`src/cmd_link_pkg.sv`:
```
package cmd_link_pkg;

   // Frame header, first and second byte on the wire.
   parameter logic [7:0] hdr_byte0 = 8'hF5;
   parameter logic [7:0] hdr_byte1 = 8'h08;

   // Kind byte, six body bytes, checksum byte.
   parameter int payload_bytes = 8;

   parameter logic [7:0] kind_reg_write = 8'h01;
   parameter logic [7:0] kind_tune      = 8'h02;

   // Register write view of the body.
   typedef struct packed {
      logic [15:0] addr;
      logic [31:0] data;
   } reg_view_t;

   // Tuner view of the body.
   typedef struct packed {
      logic [7:0]  channel;
      logic [7:0]  gain;
      logic [31:0] freq;
   } tune_view_t;

   // 48-bit body, read according to the kind byte.
   typedef union packed {
      reg_view_t  reg_view;
      tune_view_t tune_view;
   } cmd_body_u;

   typedef struct packed {
      logic [7:0] kind;
      cmd_body_u  body;
   } cmd_t;

   // Realigned payload byte from the aligner.
   typedef struct packed {
      logic       valid;
      logic       first;   // Payload byte 0.
      logic [7:0] data;
   } pay_byte_t;

   // Both counts stop at 8'hFF.
   typedef struct packed {
      logic [7:0] csum_errs;
      logic [7:0] overflows;
   } rx_stats_t;

endpackage

```
`src/frame_aligner.sv`:
```
`timescale 1ns/1ps

module frame_aligner
(
   input  logic                    clk,
   input  logic                    rst,
   input  logic                    rx_en,
   input  logic [7:0]              rx_data,
   output cmd_link_pkg::pay_byte_t pay
);

   localparam int cnt_w = $clog2(cmd_link_pkg::payload_bytes);
   localparam int last_cnt = cmd_link_pkg::payload_bytes - 1;

   // Byte history, h0 is the newest.
   logic [7:0]       h0;
   logic [7:0]       h1;
   logic [7:0]       h2;
   logic [23:0]      win;
   logic [15:0]      pair;

   logic             lock;
   logic [2:0]       shift;
   logic [cnt_w-1:0] byte_cnt;

   logic             hit;
   logic [2:0]       hit_shift;
   logic [7:0]       aligned;

   logic             pay_valid;
   logic             pay_first;
   logic [7:0]       pay_data;

   assign win  = {h2, h1, h0};
   assign pair = {h1, h0};

   always_ff @(posedge clk)
   begin
      if (rst || !rx_en)
      begin
         h0 <= 8'h00;
         h1 <= 8'h00;
         h2 <= 8'h00;
      end
      else
      begin
         h0 <= rx_data;
         h1 <= h0;
         h2 <= h1;
      end
   end

   // Header search over all bit offsets.
   always_comb
   begin
      hit       = 1'b0;
      hit_shift = 3'd0;
      for (int s = 7; s >= 0; s--)
      begin
         // Lowest offset is checked last and wins.
         if (win[23 - s -: 16] == {cmd_link_pkg::hdr_byte0, cmd_link_pkg::hdr_byte1})
         begin
            hit       = 1'b1;
            hit_shift = 3'(s);
         end
      end
   end

   // Payload byte straddles the older and newer history byte.
   assign aligned = pair[15 - shift -: 8];

   always_ff @(posedge clk)
   begin
      if (rst || !rx_en)
      begin
         lock     <= 1'b0;
         shift    <= 3'd0;
         byte_cnt <= '0;
      end
      else if (!lock)
      begin
         byte_cnt <= '0;
         if (hit)
         begin
            lock  <= 1'b1;
            shift <= hit_shift;
         end
      end
      else
      begin
         byte_cnt <= byte_cnt + 1'b1;
         if (byte_cnt == cnt_w'(last_cnt))
         begin
            lock  <= 1'b0;   // Back to search.
            shift <= 3'd0;
         end
      end
   end

   always_ff @(posedge clk)
   begin
      if (rst || !rx_en)
      begin
         pay_valid <= 1'b0;
         pay_first <= 1'b0;
      end
      else
      begin
         pay_valid <= lock;
         pay_first <= lock && byte_cnt == '0;
      end
   end

   always_ff @(posedge clk)
   begin
      if (lock)
      begin
         pay_data <= aligned;
      end
   end

   assign pay.valid = pay_valid;
   assign pay.first = pay_first;
   assign pay.data  = pay_data;

endmodule

```
`src/cmd_frame_parser.sv`:
```
`timescale 1ns/1ps

module cmd_frame_parser
(
   input  logic                    clk,
   input  logic                    rst,
   input  logic                    rx_en,
   input  cmd_link_pkg::pay_byte_t pay,
   output logic                    cmd_push,
   output cmd_link_pkg::cmd_t      cmd,
   output logic                    csum_err
);

   localparam int idx_w = $clog2(cmd_link_pkg::payload_bytes);
   localparam int last_idx = cmd_link_pkg::payload_bytes - 1;

   logic             busy;
   logic [idx_w-1:0] idx;      // Next payload byte expected.
   logic [7:0]       kind_q;
   logic [47:0]      body_sr;
   logic [7:0]       csum_acc;

   logic             start;
   logic             take_body;
   logic             take_csum;
   logic             csum_ok;

   assign start     = pay.valid && pay.first;
   assign take_body = busy && pay.valid && !pay.first && idx != idx_w'(last_idx);
   assign take_csum = busy && pay.valid && !pay.first && idx == idx_w'(last_idx);
   assign csum_ok   = csum_acc == pay.data;

   always_ff @(posedge clk)
   begin
      if (rst || !rx_en)
      begin
         busy <= 1'b0;
         idx  <= '0;
      end
      else if (start)
      begin
         busy <= 1'b1;   // Restart on every first mark.
         idx  <= idx_w'(1);
      end
      else if (take_body)
      begin
         idx <= idx + 1'b1;
      end
      else if (take_csum)
      begin
         busy <= 1'b0;
         idx  <= '0;
      end
   end

   always_ff @(posedge clk)
   begin
      if (rst)
      begin
         cmd_push <= 1'b0;
         csum_err <= 1'b0;
      end
      else
      begin
         cmd_push <= rx_en && take_csum && csum_ok;
         csum_err <= rx_en && take_csum && !csum_ok;
      end
   end

   // First body byte ends up most significant.
   always_ff @(posedge clk)
   begin
      if (start)
      begin
         kind_q   <= pay.data;
         csum_acc <= pay.data;
      end
      else if (take_body)
      begin
         body_sr  <= {body_sr[39:0], pay.data};
         csum_acc <= csum_acc ^ pay.data;
      end
   end

   // Unknown kinds pass through unchanged.
   always_ff @(posedge clk)
   begin
      if (take_csum)
      begin
         cmd.kind <= kind_q;
         cmd.body <= cmd_link_pkg::cmd_body_u'(body_sr);
      end
   end

endmodule

```
`src/cmd_credit_queue.sv`:
```
`timescale 1ns/1ps

module cmd_credit_queue
#(
   parameter int QUEUE_DEPTH  = 4,
   parameter int HOST_CREDITS = 2
)
(
   input  logic                    clk,
   input  logic                    rst,
   input  logic                    cmd_push,
   input  cmd_link_pkg::cmd_t      cmd_in,
   input  logic                    csum_err,
   input  logic                    credit_return,
   output logic                    cmd_valid,
   output cmd_link_pkg::cmd_t      cmd_out,
   output cmd_link_pkg::rx_stats_t stats
);

   localparam int ptr_w  = QUEUE_DEPTH > 1 ? $clog2(QUEUE_DEPTH) : 1;
   localparam int lvl_w  = $clog2(QUEUE_DEPTH + 1);
   localparam int cred_w = $clog2(HOST_CREDITS + 1);

   cmd_link_pkg::cmd_t mem [QUEUE_DEPTH];

   logic [ptr_w-1:0]  wr_ptr;
   logic [ptr_w-1:0]  rd_ptr;
   logic [lvl_w-1:0]  level;
   logic [cred_w-1:0] credits;
   logic [cred_w:0]   credit_sum;

   logic              full;
   logic              push_ok;
   logic              send;

   assign full    = level == lvl_w'(QUEUE_DEPTH);
   assign push_ok = cmd_push && !full;
   assign send    = level != '0 && credits != '0;   // One transfer per credit.

   // Spend and return may land together.
   assign credit_sum = {1'b0, credits} + (cred_w + 1)'(credit_return)
                       - (cred_w + 1)'(send);

   always_ff @(posedge clk)
   begin
      if (push_ok)
      begin
         mem[wr_ptr] <= cmd_in;
      end
      if (send)
      begin
         cmd_out <= mem[rd_ptr];
      end
   end

   always_ff @(posedge clk)
   begin
      if (rst)
      begin
         wr_ptr    <= '0;
         rd_ptr    <= '0;
         level     <= '0;
         cmd_valid <= 1'b0;
         credits   <= cred_w'(HOST_CREDITS);
      end
      else
      begin
         if (push_ok)
         begin
            wr_ptr <= wr_ptr == ptr_w'(QUEUE_DEPTH - 1) ? '0 : wr_ptr + 1'b1;
         end
         if (send)
         begin
            rd_ptr <= rd_ptr == ptr_w'(QUEUE_DEPTH - 1) ? '0 : rd_ptr + 1'b1;
         end
         level     <= level + lvl_w'(push_ok) - lvl_w'(send);
         cmd_valid <= send;
         if (credit_sum > (cred_w + 1)'(HOST_CREDITS))
            credits <= cred_w'(HOST_CREDITS);   // Clamp stray returns.
         else
            credits <= credit_sum[cred_w-1:0];
      end
   end

   always_ff @(posedge clk)
   begin
      if (rst)
      begin
         stats <= '0;
      end
      else
      begin
         if (csum_err && stats.csum_errs != 8'hFF)
            stats.csum_errs <= stats.csum_errs + 8'd1;
         if (cmd_push && full && stats.overflows != 8'hFF)
            stats.overflows <= stats.overflows + 8'd1;   // Dropped on full.
      end
   end

endmodule

```
`src/cmd_rx_top.sv`:
```
`timescale 1ns/1ps

module cmd_rx_top
#(
   parameter int QUEUE_DEPTH  = 4,
   parameter int HOST_CREDITS = 2
)
(
   input  logic                    clk,
   input  logic                    rst,
   input  logic                    rx_en,
   input  logic [7:0]              rx_data,
   input  logic                    credit_return,
   output logic                    cmd_valid,
   output cmd_link_pkg::cmd_t      cmd_out,
   output cmd_link_pkg::rx_stats_t stats
);

   cmd_link_pkg::pay_byte_t pay;
   cmd_link_pkg::cmd_t      cmd;
   logic                    cmd_push;
   logic                    csum_err;

   frame_aligner u_frame_aligner
   (
      .clk     (clk),
      .rst     (rst),
      .rx_en   (rx_en),
      .rx_data (rx_data),
      .pay     (pay)
   );

   cmd_frame_parser u_cmd_frame_parser
   (
      .clk      (clk),
      .rst      (rst),
      .rx_en    (rx_en),
      .pay      (pay),
      .cmd_push (cmd_push),
      .cmd      (cmd),
      .csum_err (csum_err)
   );

   cmd_credit_queue
   #(
      .QUEUE_DEPTH  (QUEUE_DEPTH),
      .HOST_CREDITS (HOST_CREDITS)
   )
   u_cmd_credit_queue
   (
      .clk           (clk),
      .rst           (rst),
      .cmd_push      (cmd_push),
      .cmd_in        (cmd),
      .csum_err      (csum_err),
      .credit_return (credit_return),
      .cmd_valid     (cmd_valid),
      .cmd_out       (cmd_out),
      .stats         (stats)
   );

endmodule

```
`config.mk`:
```
export PLATFORM = sky130hd
export DESIGN_NAME = cmd_rx_top
export DESIGN_NICKNAME = d
export VERILOG_FILES = /design/src/cmd_link_pkg.sv /design/src/frame_aligner.sv /design/src/cmd_frame_parser.sv /design/src/cmd_credit_queue.sv /design/src/cmd_rx_top.sv
export SDC_FILE = /design/constraint.sdc
export NUM_CORES = 1
export LEC_CHECK = 0
export BUFFER_PORTS_ARGS = -buffer_cell sky130_fd_sc_hd__buf_2
export CORE_UTILIZATION = 40
export CTS_CLUSTER_SIZE = 10
export DETAILED_ROUTE_END_ITERATION = 12
export SYNTH_ARGS = -nofsm -noshare
export SYNTH_HDL_FRONTEND = slang
export SYNTH_SLANG_ARGS = --single-unit
```
`constraint.sdc`:
```
create_clock -name clk -period 6.2 [get_ports clk]
set_input_delay 0.62 -clock clk [delete_from_list [all_inputs] [get_ports clk]]
set_output_delay 0.62 -clock clk [all_outputs]
set_load 0.1 [all_outputs]
```
# Word level (Yosys, flattened, before mapping)
# Memories as Yosys holds them, arrays and structs flattened. A register that Yosys moved wholly into a read port is not among the register bits.
# Index checks and enable logic that the tools add are counted.
# W data, S select, Z words.
dict set report totals {
  regBits 193
  mem_bits_rw 224
  input_bits 12
  output_inout_bits 73
  word_cells 129
  mem_count 1
}
# memory depth width read_ports rd_clocked_by_memory_dff wr line_no
set mem_list {}
lappend mem_list {u_cmd_credit_queue.mem 4 56 1 1 1 cmd_credit_queue.sv:24} ;# cmd_link_pkg::cmd_t mem [QUEUE_DEPTH];
dict set report classes {
  add_sub_neg 11
  magnitude_cmp 1
  eq_ne 19
  n_shift 1
  n_mux 34
  bitwise 3
  n_reduce_logical 33
}
# op n
set op_table {}
lappend op_table {{$eq A16 B16 Y1 const B} 8}
lappend op_table {{$mux W3} 13}
lappend op_table {{$shiftx A23 B33 Y8} 1}
lappend op_table {{$mux W1} 17}
lappend op_table {{$add A8 B1 Y8 const B} 2}
lappend op_table {{$mux W8} 2}
lappend op_table {{$ne A8 B8 Y1 const B} 2}
lappend op_table {{$logic_and A1 B1 Y1} 14}
lappend op_table {{$reduce_bool A2 Y1} 5}
lappend op_table {{$eq A3 B3 Y1 const B} 3}
lappend op_table {{$eq A8 B8 Y1} 1}
lappend op_table {{$xor A8 B8 Y8} 1}
lappend op_table {{$add A3 B1 Y3 const B} 2}
lappend op_table {{$reduce_and A2 Y1} 3}
lappend op_table {{$reduce_bool A3 Y1} 2}
lappend op_table {{$reduce_or A2 Y1} 3}
lappend op_table {{$sub A3 B1 Y3} 2}
lappend op_table {{$sub A4 B3 Y5 const A} 1}
lappend op_table {{$add A2 B1 Y2 const B} 2}
lappend op_table {{$eq A2 B2 Y1 const B} 2}
lappend op_table {{$logic_not A1 Y1} 4}
lappend op_table {{$mux W2} 2}
lappend op_table {{$add A2 B1 Y3} 1}
lappend op_table {{$add A3 B1 Y3} 1}
lappend op_table {{7 further kinds} 8}

# Depth between registers and ports, before layout
# Gate-level depths: netlist (run 1).
dict set report depth {
  depth_word 11
  ltp_mapped 8
  ltp_nobuf 8
}

# By module
# A second synthesis (run 1) with hierarchy kept.
dict set report unflattened {
  hier_cells 874
  hier_area_um2 17220.3
}
# mod n_inst cells_each area_per_inst_um2 seq_area_each_um2
set by_module_without_submodules {}
lappend by_module_without_submodules {cmd_credit_queue 1 502 11222.0 8928.6}
lappend by_module_without_submodules {cmd_frame_parser 1 181 4091.4 3723.6}
lappend by_module_without_submodules {frame_aligner 1 191 1906.8 900.9}

# Worst setup path before layout (run 1)
# Ideal clock, no wire load.
dict set report synth_timing {
  path_kind {flip-flop to flip-flop}
  start {register u_cmd_frame_parser.idx[0]}
  end {register u_cmd_frame_parser.cmd_push}
  setup_ns 0.087
  arrival_ns 5.583
  required_ns 6.113
  setup_slack_ns 0.530
  path_stages_with_launch 6
  n_path_buf 0
  synth_period_minus_slack_ns 5.670
  cell_sequence {dfxtp_1 ha_1 ha_1 nand2_1 nor3b_1 and4_1}
}
dict set report synth_via {
  elab_chain_cells 4
}
# element line_no
set synth_lines {}
lappend synth_lines {{from (decl)} cmd_frame_parser.sv:18} ;# logic [idx_w-1:0] idx;
lappend synth_lines {{from (signal assigned)} cmd_frame_parser.sv:43} ;# idx <= idx_w'(1);
lappend synth_lines {{from (signal assigned)} cmd_frame_parser.sv:47} ;# idx <= idx + 1'b1;
lappend synth_lines {{$eq A3 B3 Y1} cmd_frame_parser.sv:30} ;# assign take_csum = busy && pay.valid && !pay.first && idx == idx_w'(last_idx);
lappend synth_lines {{$logic_and A1 B1 Y1} cmd_frame_parser.sv:30}
lappend synth_lines {{net u_cmd_frame_parser.take_csum} cmd_frame_parser.sv:25} ;# logic take_csum;
lappend synth_lines {{$logic_and A1 B1 Y1 (2 in a row)} cmd_frame_parser.sv:65} ;# cmd_push <= rx_en && take_csum && csum_ok;
lappend synth_lines {{to (signal assigned)} cmd_frame_parser.sv:65}
lappend synth_lines {{to (decl)} cmd_frame_parser.sv:9} ;# output logic cmd_push,
# The timed path passes the listed nets, and every way through them passes these cells.
# A chain may end at the register's enable or synchronous reset.

# Worst setup path in the final report (run 1)
dict set report layout_timing {
  start {register u_cmd_credit_queue.rd_ptr[0]}
  end {register u_cmd_credit_queue.cmd_out[31] (netlist name)}
}
# element line_no
set layout_rtl {}
lappend layout_rtl {{from (decl)} cmd_credit_queue.sv:27} ;# logic [ptr_w-1:0] rd_ptr;
lappend layout_rtl {{from (signal assigned)} cmd_credit_queue.sv:74} ;# rd_ptr <= rd_ptr == ptr_w'(QUEUE_DEPTH - 1) ? '0 : rd_ptr + 1'b1;
# No word-level cell between the ends.

==> results of run 1 <==
## area by class of cell
class	instances	area share (%)
sequential	473	69.25
multi-input combinational	352	16.38
inverter	13	0.2492
clock buffer	85	7.708
clock inverter	5	0.4793
timing repair buffer	94	2.531
tap	532	3.400
## path summary, 6_finish.rpt
check	start	to	slack, ns	depth (start not counted)
worst min-delay path	rx_data[0]	u_frame_aligner.h0[0]	0.24	2
worst max-delay path	u_cmd_credit_queue.rd_ptr[0]	u_cmd_credit_queue.cmd_out[31]	3.91	2
worst max register to register	u_cmd_credit_queue.rd_ptr[0]	u_cmd_credit_queue.cmd_out[31]	3.91	2
worst min register to register	u_cmd_frame_parser.kind_q[0]	u_cmd_frame_parser.cmd[48]	0.42	0
## where the power goes
| group | switching, W | internal (W) | total (W) |
|---|---|---|---|
| combinational | 0.00183 | 0.000420 | 0.00225 |
| sequential | 0.000176 | 0.00375 | 0.00393 |
| clock | 0.00115 | 0.00170 | 0.00286 |
## layer usage
metal	wire (um)	share of wire [%]
met1	12420	44
met2	14040	49
met3	1305	4.6
met4	621	2.2
met5	12	0.042
## cells in the final DEF, fill, tap and decap left out, types with 2 or more instances in the layout
| cell | synthesis | layout |
|---|---|---|
| xnor2_1 | 15 | 15 |
| xor2_1 | 15 | 15 |
| mux2i_1 | 14 | 14 |
| nand2_1 | 54 | 54 |
| o32ai_1 | 3 | 3 |
| nand3b_1 | 4 | 4 |
| clkbuf_8 | 2 | 2 |
| clkbuf_16 | 0 | 55 |
| nand3_1 | 8 | 8 |
| and2_1 | 27 | 23 |
| o21ai_0 | 14 | 14 |
| clkbuf_1 | 18 | 28 |
| or3_1 | 6 | 6 |
| a21oi_1 | 15 | 15 |
| mux2_2 | 2 | 2 |
| and2_2 | 1 | 5 |
| nor4bb_1 | 3 | 3 |
| nand4b_1 | 3 | 3 |
| and3_1 | 4 | 4 |
| inv_1 | 12 | 11 |
| nor2_1 | 39 | 38 |
| fa_1 | 2 | 2 |
| nor3_1 | 11 | 11 |
| buf_4 | 0 | 10 |
| edfxtp_1 | 408 | 408 |
| nor4_1 | 4 | 4 |
| nor3b_1 | 6 | 5 |
| nand4_1 | 5 | 5 |
| dfxtp_1 | 65 | 63 |
| ha_1 | 14 | 14 |
| nor2b_1 | 3 | 3 |
| o21a_1 | 3 | 3 |
| buf_2 | 5 | 84 |
| mux4_2 | 58 | 58 |
## flip-flops by register name, summed over array words and instances (netlist names), 3 cells and up
name,cells
u_cmd_credit_queue.mem,224
u_cmd_credit_queue.cmd_out,56
u_cmd_frame_parser.cmd,56
u_cmd_frame_parser.body_sr,48
u_cmd_credit_queue.stats,16
u_cmd_frame_parser.csum_acc,8
u_cmd_frame_parser.kind_q,8
u_frame_aligner.h0,8
u_frame_aligner.h1,8
u_frame_aligner.h2,8
u_frame_aligner.pay_data,8
u_cmd_credit_queue.level,3
u_cmd_frame_parser.idx,3
u_frame_aligner.byte_cnt,3
u_frame_aligner.shift,3
## stage by stage
| step | power [W] | setup slack [ns] |
|---|---|---|
| 4_1_cts | 0.009157 | 3.824 |
| 2_1_floorplan | 0.005874 | 0.5302 |
| 3_5_place_dp | 0.006284 | 3.824 |
| 6_report | 0.009032 | 3.909 |
| 5_1_grt | 0.009363 | 3.716 |
| 3_3_place_gp | 0.006284 | 3.858 |
## synth_stat cells (2+ instances only)
cell type / n
nor3b_1: 6
nand4b_1: 3
o32ai_1: 3
dfxtp_1: 65
o21ai_0: 14
buf_2: 5
nand2_1: 54
mux4_2: 58
clkbuf_1: 18
or3_1: 6
xor2_1: 15
nor4bb_1: 3
xnor2_1: 15
a21oi_1: 15
nor2_1: 39
nand3_1: 8
nor3_1: 11
nor4_1: 4
edfxtp_1: 408
and3_1: 4
and2_1: 27
nand3b_1: 4
mux2_2: 2
o21a_1: 3
fa_1: 2
nor2b_1: 3
clkbuf_8: 2
mux2i_1: 14
ha_1: 14
nand4_1: 5
inv_1: 12
## critical path, cell delays in order (launching register included)
cell     delay, ns
dfxtp_4       0.77
buf_4         0.63
mux4_2        0.59
## cell families after synthesis
| family | after synthesis | synth area share, % |
|---|---|---|
| AOI/OAI and AO/OA | 42 | 1.494 |
| xor gates and xnor gates | 30 | 1.553 |
| adders and majority gates | 16 | 1.272 |
| buffers and inverters | 39 | 1.021 |
| DFF | 473 | 80.12 |
| muxes | 74 | 8.684 |
| and+or+nand+nor | 190 | 5.851 |
==> qor.txt, run 1 <==
Status: complete, no violations
Rel. slew slack: 21.02%
GRT Util Overall: 13.23%
WP data required: 6.51 ns
First-iteration detailed-routing DRC count: 370
Vias in the first global route: 8000
Leak: 6.442 nW
Multi-input gate area: 0.003207 mm2
Largest net degree at the start of global routing: 59
Vias per cell: 5.014
Unrepaired setup endpoints after global routing: false
Cell Area, Synth: 0.01691 mm2
GR met3 Demand/Resource: 2.799%
Synth top area cells: edfxtp_1 72%, mux4_2 7.7%, dfxtp_1 7.7%
Worst IR drop on VDD: 0.0003187 V
Number of synthesis warnings: 0
Layout Nets: 1016
WL/cell: 18.27 um
Final GP Congestion: 0.7922
Setup Buffers After CTS: 0
TritonRoute pass-1 iters: 4
Layout cells sized above 1: 22.70%
Synth top area share: 72.43%
Final hold violation count: 0
M2 GR Usage: 22.36%
Syn Inst Count: 864
Worst slew pin tran: 1.172 ns
Via count: 7791
Setup CP Type: flop to flop
Yosys top cell by area: edfxtp_1
Die X: 207.6 um
FF/Latch Area: 0.01356 mm2
Met1 usage: 17.02%
Final Non-Filler Cells: 1554
CP arrival: 2.60 ns
Finished Core Util: 47.41%
Startpoint Class: flop
Share of the yosys chip area belonging to registers: 80.12%
Grt peak-use layer: met2
Post-cts sizing count: 0
Hold Buf Count CTS: 0
Cell variety after synth: 53
Worst hold slack: 0.2374 ns
Area of placed instances: 0.01797 mm2
Final setup viols: 0
Fmax: 436.5 MHz
Main synth FF type: edfxtp_1
Antenna diodes: 0
Clk_skew: 0.01297 ns
Die footprint: 0.04311 mm2
Crit. End Element: flop
Routed Wire Length: 28400 um
Setup TNS: 0 ns
Number of fill cells: 3418
CTS Root Cell: clkbuf_16
Clock insertion delay at the later pin of the skew report: 0.58 ns
Inserted Clock Buffers: 54
Crit Path Max Fanout: 31
Core ar.: 0.04129 mm2
First-pass GRT wire length: 44340 um
Async set-reset flop share out of synthesis: 0%
Syn_area_per_cell: 19.58 um2
Chip Height: 207.6 um
Starting Density: 40.96%
Final worst-path cycle share: 36.95%
Syn Nets: 892
Hold Path Class: input pin to flop
Post-synthesis register bit count: 473
Grt total ovfl: 0
Initial antenna violation count: 1
Num ports: 85
Clock transition at the registers of the reported paths: 0.06 ns
Slew Limit Fails: 0
DRC: 0
Clock tree from TritonCTS: built
Final instance area: 0.01958 mm2
Pwr per Cell Area: 461.4 mW/mm2
H-tree depth: 2
Clock Tree Buf Depth: 3
Placed cell count: 1464
Final Critical Period: 2.291 ns
Post-route ant nets: 0
Port Buf Inserts: 84
Number of synthesized flops with an enable pin: 408
Clk sinks: 473
Cell Rows: 74
Area Growth Syn to Fin: 15.74%
HPWL after detailed placement: 16030 um
Maxcap violations: 0
No activity file was read; power rests on OpenSTA's default activity.
==> inputs of run 2 (changes only) <==
==> constraint.sdc (replaced) <==
create_clock -name clk -period 2.15 [get_ports clk]
set_input_delay 0.215 -clock clk [delete_from_list [all_inputs] [get_ports clk]]
set_output_delay 0.215 -clock clk [all_outputs]
set_load 0.1 [all_outputs]
==> qor.txt, run 2 (synthesis results as in run 1) <==
CP Depth: 6 (+4)
First-pass GRT wire length: 45550 um (+2.7%)
Setup CP Type: flop to flop
DRC: 0 (unchanged)
Initial antenna violation count: 0 (-1)
H-tree depth: 2 (unchanged)
Biggest regs: u_cmd_credit_queue.mem x224, u_cmd_credit_queue.cmd_out x56, u_cmd_frame_parser.cmd x56
Routed Wire Length: 28680 um (+0.99%)
Most common cell after layout, fill and taps aside: edfxtp_1
Maxcap violations: 0 (unchanged)
Rel. slew slack: 53.49% (+32 points)
Final worst-path cycle share: 94.42% (+57 points)
Worst path cell trace: or3b_1 -> or4_1 -> o32ai_2 -> a311oi_1 -> a21oi_2 -> mux2i_1
Fmax: 492.6 MHz (+13%)
Finished Core Util: 48.24% (+0.83 points)
Reg-to-reg setup timing slack: 0.12 ns (-3.79 ns)
Final GP Congestion: 0.7887 (-0.44%)
Layout Nets: 1043 (+2.7%)
Worst setup path end: u_frame_aligner.shift[0]
Clock insertion delay at the later pin of the skew report: 0.60 ns (+0.02 ns)
Final setup viols: 0 (unchanged)
CP Launch Point: u_frame_aligner.h0[3]
Most flops, register: u_cmd_credit_queue.mem
Largest net degree at the start of global routing: 59 (unchanged)
Vias per cell: 4.975 (-0.78%)
Number of fill cells: 3444 (+0.76%)
Clk_skew: 0.04288 ns (+0.02991 ns)
CP arrival: 2.55 ns (-0.05 ns)
Starting Density: 40.96% (unchanged)
Worst IR drop on VDD: 0.0008377 V (+160%)
Via count: 7810 (+0.24%)
Most frequent cells in the layout: 408 x edfxtp_1, 84 x buf_2, 58 x mux4_2, 54 x clkbuf_16
HPWL after detailed placement: 16310 um (+1.8%)
Chip Height: 207.6 um (unchanged)
Final hold violation count: 0 (unchanged)
Crit Path Max Fanout: 6 (-81%)
RR Endpoint: u_frame_aligner.shift[0]
Power Total: 0.02586 W (+190%)
Clk sinks: 473 (unchanged)
Cell Rows: 74 (unchanged)
Pwr per Cell Area: 1298 mW/mm2 (+180%)
Clock transition at the registers of the reported paths: 0.05 ns (about the same)
WL/cell: 18.27 um (about the same)
Inserted Clock Buffers: 54 (unchanged)
Area Growth Syn to Fin: 17.77%
Critical Path Slowest Stage Cell: or4_1
Largest register FFs: 224 (unchanged)
Layout cells sized above 1: 25.34% (+2.6 points)
Post-route ant nets: 0 (unchanged)
GRT Util Overall: 13.63% (+0.41 points)
WP data required: 2.67 ns (-3.84 ns)
Antenna diodes: 0 (unchanged)
Worst Reg2Reg Path Length in Cells: 6 (+4)
TritonRoute pass-1 iters: 4 (unchanged)
Clock Tree Buf Depth: 3 (unchanged)
CTS Root Cell: clkbuf_16
CP delay by family, top: simple AND/OR/NAND/NOR gates
Status: complete, no violations
Hold Path Class: input pin to flop
Vias in the first global route: 8145 (+1.8%)
First-iteration detailed-routing DRC count: 353 (-4.6%)
Startpoint Class: flop
Final Critical Period: 2.030 ns (-0.2610 ns)
Clock tree from TritonCTS: built
Die footprint: 0.04311 mm2 (unchanged)
Die X: 207.6 um (unchanged)
Slew Limit Fails: 0 (unchanged)
Core ar.: 0.04129 mm2 (unchanged)
Setup TNS: 0 ns (unchanged)
CP bufs+invs: 0 (-1)
Num ports: 85 (unchanged)
Port Buf Inserts: 84 (unchanged)
FF-to-FF Start: u_frame_aligner.h0[3]
Grt total ovfl: 0 (unchanged)
Leak: 6.576 nW (+2.1%)
Crit path largest cell delay: 0.50 ns (-0.27 ns)
Crit. End Element: flop
Worst slew pin tran: 0.6967 ns (-0.4756 ns)
run 2: worst min-delay path, cell delays in order:
cell,delay [ns]
buf_2,0.08
nand2b_1,0.21
nor2_1,0.15
run 2: area by class of cell:
type	count	area [um2]	share of cell area, %
inverter	13	52.55	0.2638
clock inverter	6	82.58	0.4145
clock buffer	73	1423	7.141
tap	532	665.6	3.341
timing repair buffer	121	858.3	4.309
sequential	473	13570	68.12
multi-input combinational	352	3269	16.41
run 2: how the worst min path moves through the flow:
stage	start	end	slack, ns	depth (start not counted)
after floorplan	rx_data[0]	u_frame_aligner.h0[0]	0.34	1
after global placement	u_cmd_frame_parser.body_sr[45]	u_cmd_frame_parser.cmd[45]	0.40	0
after detailed placement	u_cmd_frame_parser.body_sr[45]	u_cmd_frame_parser.cmd[45]	0.40	0
after CTS	rx_en	u_cmd_frame_parser.busy	0.07	3
after global routing	rx_en	u_cmd_frame_parser.busy	0.11	3
final	rx_en	u_cmd_frame_parser.busy	0.10	3
run 2: report_power, final:
part / leakage [nW] / internal [W] / switching (W) / total [W]
registers: 4.23 / 0.0108 / 0.000244 / 0.0110
clock network: 0.722 / 0.00458 / 0.00333 / 0.00791
logic: 1.62 / 0.00137 / 0.00553 / 0.00690
run 2: through the flow:
stage	cells	area, um2	hold slack (ns)	worst slack, ns
after floorplan	864	16980	0.3367	-0.4692
after global placement	1482	18300	0.4023	0.07024
after detailed placement	1482	18300	0.4045	0.02587
after CTS	1570	19900	0.07011	0.01576
after global routing	1570	19920	0.1100	-0.004589
final	1570	19920	0.1016	0.1199
run 2: per-layer routing:
metal  GRT usage [%]  vias up  share of wire [%]
met5               0        -                  0
met4           5.313        0                2.5
met3           2.678       53                4.3
met2           22.50      169                 49
met1           17.84     3940                 45
li1                -     3648                  -
run 2: what timing repair did:
| item | in CTS | in global routing |
|---|---|---|
| buffers inserted | 0 | 0 |
| hold buffers | 9 | 0 |
| hold endpoints to repair | 9 | 0 |
| gates resized for setup | 0 | 4 |
| endpoints found under the setup margin | 0 | 3 |
==> inputs of run 3 (changes only) <==
--- a/config.mk
+++ b/config.mk
@@ -6,6 +6,7 @@
 export NUM_CORES = 1
 export LEC_CHECK = 0
 export BUFFER_PORTS_ARGS = -buffer_cell sky130_fd_sc_hd__buf_2
+export CORE_ASPECT_RATIO = 0.6
 export CORE_UTILIZATION = 40
 export CTS_CLUSTER_SIZE = 10
 export DETAILED_ROUTE_END_ITERATION = 12
==> qor.txt, run 3 (synthesis results as in run 1) <==
Status: complete, no violations
Pwr per Cell Area: 1296 mW/mm2 (-0.18%)
Most flops, register: u_cmd_credit_queue.mem
Inserted Clock Buffers: 53 (-1.9%)
Maxcap violations: 0 (unchanged)
Starting Density: 41.18% (+0.21 points)
Clock insertion delay at the later pin of the skew report: 0.58 ns (-0.02 ns)
Num ports: 85 (unchanged)
Worst Reg2Reg Path Length in Cells: 6 (unchanged)
Hold Path Cell Cnt: 3 (unchanged)
GRT Util Overall: 14.47% (+0.83 points)
DRC: 0 (unchanged)
Most frequent cells in the layout: 408 x edfxtp_1, 84 x buf_2, 58 x mux4_2, 53 x nand2_1, 53 x clkbuf_16
Clk_skew: 0.01624 ns (-0.02664 ns)
TritonRoute pass-1 iters: 4 (unchanged)
CP arrival: 2.52 ns (-0.03 ns)
Post-route ant nets: 0 (unchanged)
Clock transition at the registers of the reported paths: 0.06 ns (about the same)
WL/cell: 18.86 um (+3.2%)
WP data required: 2.65 ns (-0.02 ns)
Area of placed instances: 0.01841 mm2 (+0.56%)
Final instance area: 0.02003 mm2 (+0.53%)
Worst slew pin tran: 0.6730 ns (-0.02370 ns)
Fmax: 494.0 MHz (+0.28%)
Area Growth Syn to Fin: 18.40%
Worst IR drop on VDD: 0.001024 V (+22%)
Met1 usage: 21.75% (+3.9 points)
M2 GR Usage: 21.24% (-1.3 points)
Vias in the first global route: 8051 (-1.2%)
Rel. slew slack: 55.07% (+1.6 points)
Via count: 7917 (+1.4%)
Layout Nets: 1048 (+0.48%)
Die X: 267.5 um (+29%)
Grt total ovfl: 0 (unchanged)
Final Critical Period: 2.024 ns (-0.005622 ns)
H-tree depth: 2 (unchanged)
First-iteration detailed-routing DRC count: 536 (+52%)
Clock tree from TritonCTS: built
First-pass GRT wire length: 47310 um (+3.9%)
Chip Height: 161.3 um (-22%)
Crit Path Max Fanout: 3 (-3)
Hold Path Class: input pin to flop
Worst hold slack: 0.1527 ns (+0.05108 ns)
Cell Rows: 57 (-23%)
Biggest regs: u_cmd_credit_queue.mem x224, u_cmd_credit_queue.cmd_out x56, u_cmd_frame_parser.cmd x56
Number of fill cells: 3426 (-0.52%)
Grt peak-use layer: met1
Vias per cell: 4.948 (-0.53%)
Core ar.: 0.04108 mm2 (-0.52%)
HPWL after detailed placement: 17840 um (+9.4%)
Finished Core Util: 48.75% (+0.51 points)
Largest net degree at the start of global routing: 58 (-1.7%)
GR met3 Demand/Resource: 3.141% (+0.46 points)
Crit. End Element: flop
Largest register FFs: 224 (unchanged)
Slew Limit Fails: 0 (unchanged)
Power Total: 0.02595 W (+0.35%)
Final hold violation count: 0 (unchanged)
Startpoint Class: flop
Initial antenna violation count: 1 (+1)
Final worst-path cycle share: 94.16% (-0.26 points)
Antenna diodes: 0 (unchanged)
Setup CP Type: flop to flop
Layout cells sized above 1: 26.15% (+0.82 points)
Die footprint: 0.04314 mm2 (about the same)
Leak: 6.613 nW (+0.56%)
Port Buf Inserts: 84 (unchanged)
Most common cell after layout, fill and taps aside: edfxtp_1
Clock Tree Buf Depth: 3 (unchanged)
Routed Wire Length: 30170 um (+5.2%)
Clk sinks: 473 (unchanged)
CTS Root Cell: clkbuf_16
Final setup viols: 0 (unchanged)
Unrepaired setup endpoints after global routing: false
Final GP Congestion: 0.7816 (-0.90%)
Setup TNS: 0 ns (unchanged)
## run 3: repair_timing
action / CTS / global route
buffers inserted: 0 / 1
pin swaps: 0 / 2
endpoints found under the setup margin: 2 / 5
hold buffers: 10 / 0
endpoints found under the hold margin: 17 / 0
gates resized for setup: 1 / 8
## run 3: final cells by class
cell class / instances / area (um2) / area share (%)
Tap cell: 560 / 700.7 / 3.498
Multi-Input combinational cell: 352 / 3288 / 16.42
Clock buffer: 71 / 1404 / 7.009
Clock inverter: 4 / 67.56 / 0.3374
Sequential cell: 473 / 13570 / 67.76
Timing Repair Buffer: 127 / 943.4 / 4.710
Inverter: 13 / 52.55 / 0.2624
## run 3: power by group
group / switching (W) / leakage, nW / internal (W) / total (W)
clock network: 0.00332 / 0.713 / 0.00462 / 0.00794
registers: 0.000293 / 4.23 / 0.0108 / 0.0111
logic: 0.00553 / 1.67 / 0.00139 / 0.00691
total: 0.00914 / 6.61 / 0.0168 / 0.0259
## run 3: worst paths after layout
check / from / end / slack [ns]
min reg2reg: u_cmd_frame_parser.body_sr[43] / u_cmd_frame_parser.cmd[43] / 0.42
max: u_frame_aligner.h1[6] / u_frame_aligner.shift[0] / 0.13
min: rx_en / u_cmd_frame_parser.busy / 0.15
max reg2reg: u_frame_aligner.h1[6] / u_frame_aligner.shift[0] / 0.13
## run 3: layer usage
metal  up-vias  part of all wire [%]
met5         -                     0
met4         0                   1.9
met3        59                   4.2
met2       165                    44
met1      4025                    50
li1       3668                     -
## run 3: stage by stage
| step | worst slack (ns) | std cells |
|---|---|---|
| after global routing | 0.009062 | 1600 |
| final | 0.1256 | 1600 |
| after global placement | 0.04905 | 1514 |
| after detailed placement | -0.02928 | 1514 |
| after floorplan | -0.4692 | 864 |
| after CTS | 0.03520 | 1599 |
## run 3: critical path: stages, from the launching register on
cell and delay, ns:
dfxtp_1 0.33, or3b_4 0.41, or4_1 0.49, o32ai_2 0.18, a311oi_2 0.12, a21oi_2 0.19
mux2i_1 0.23
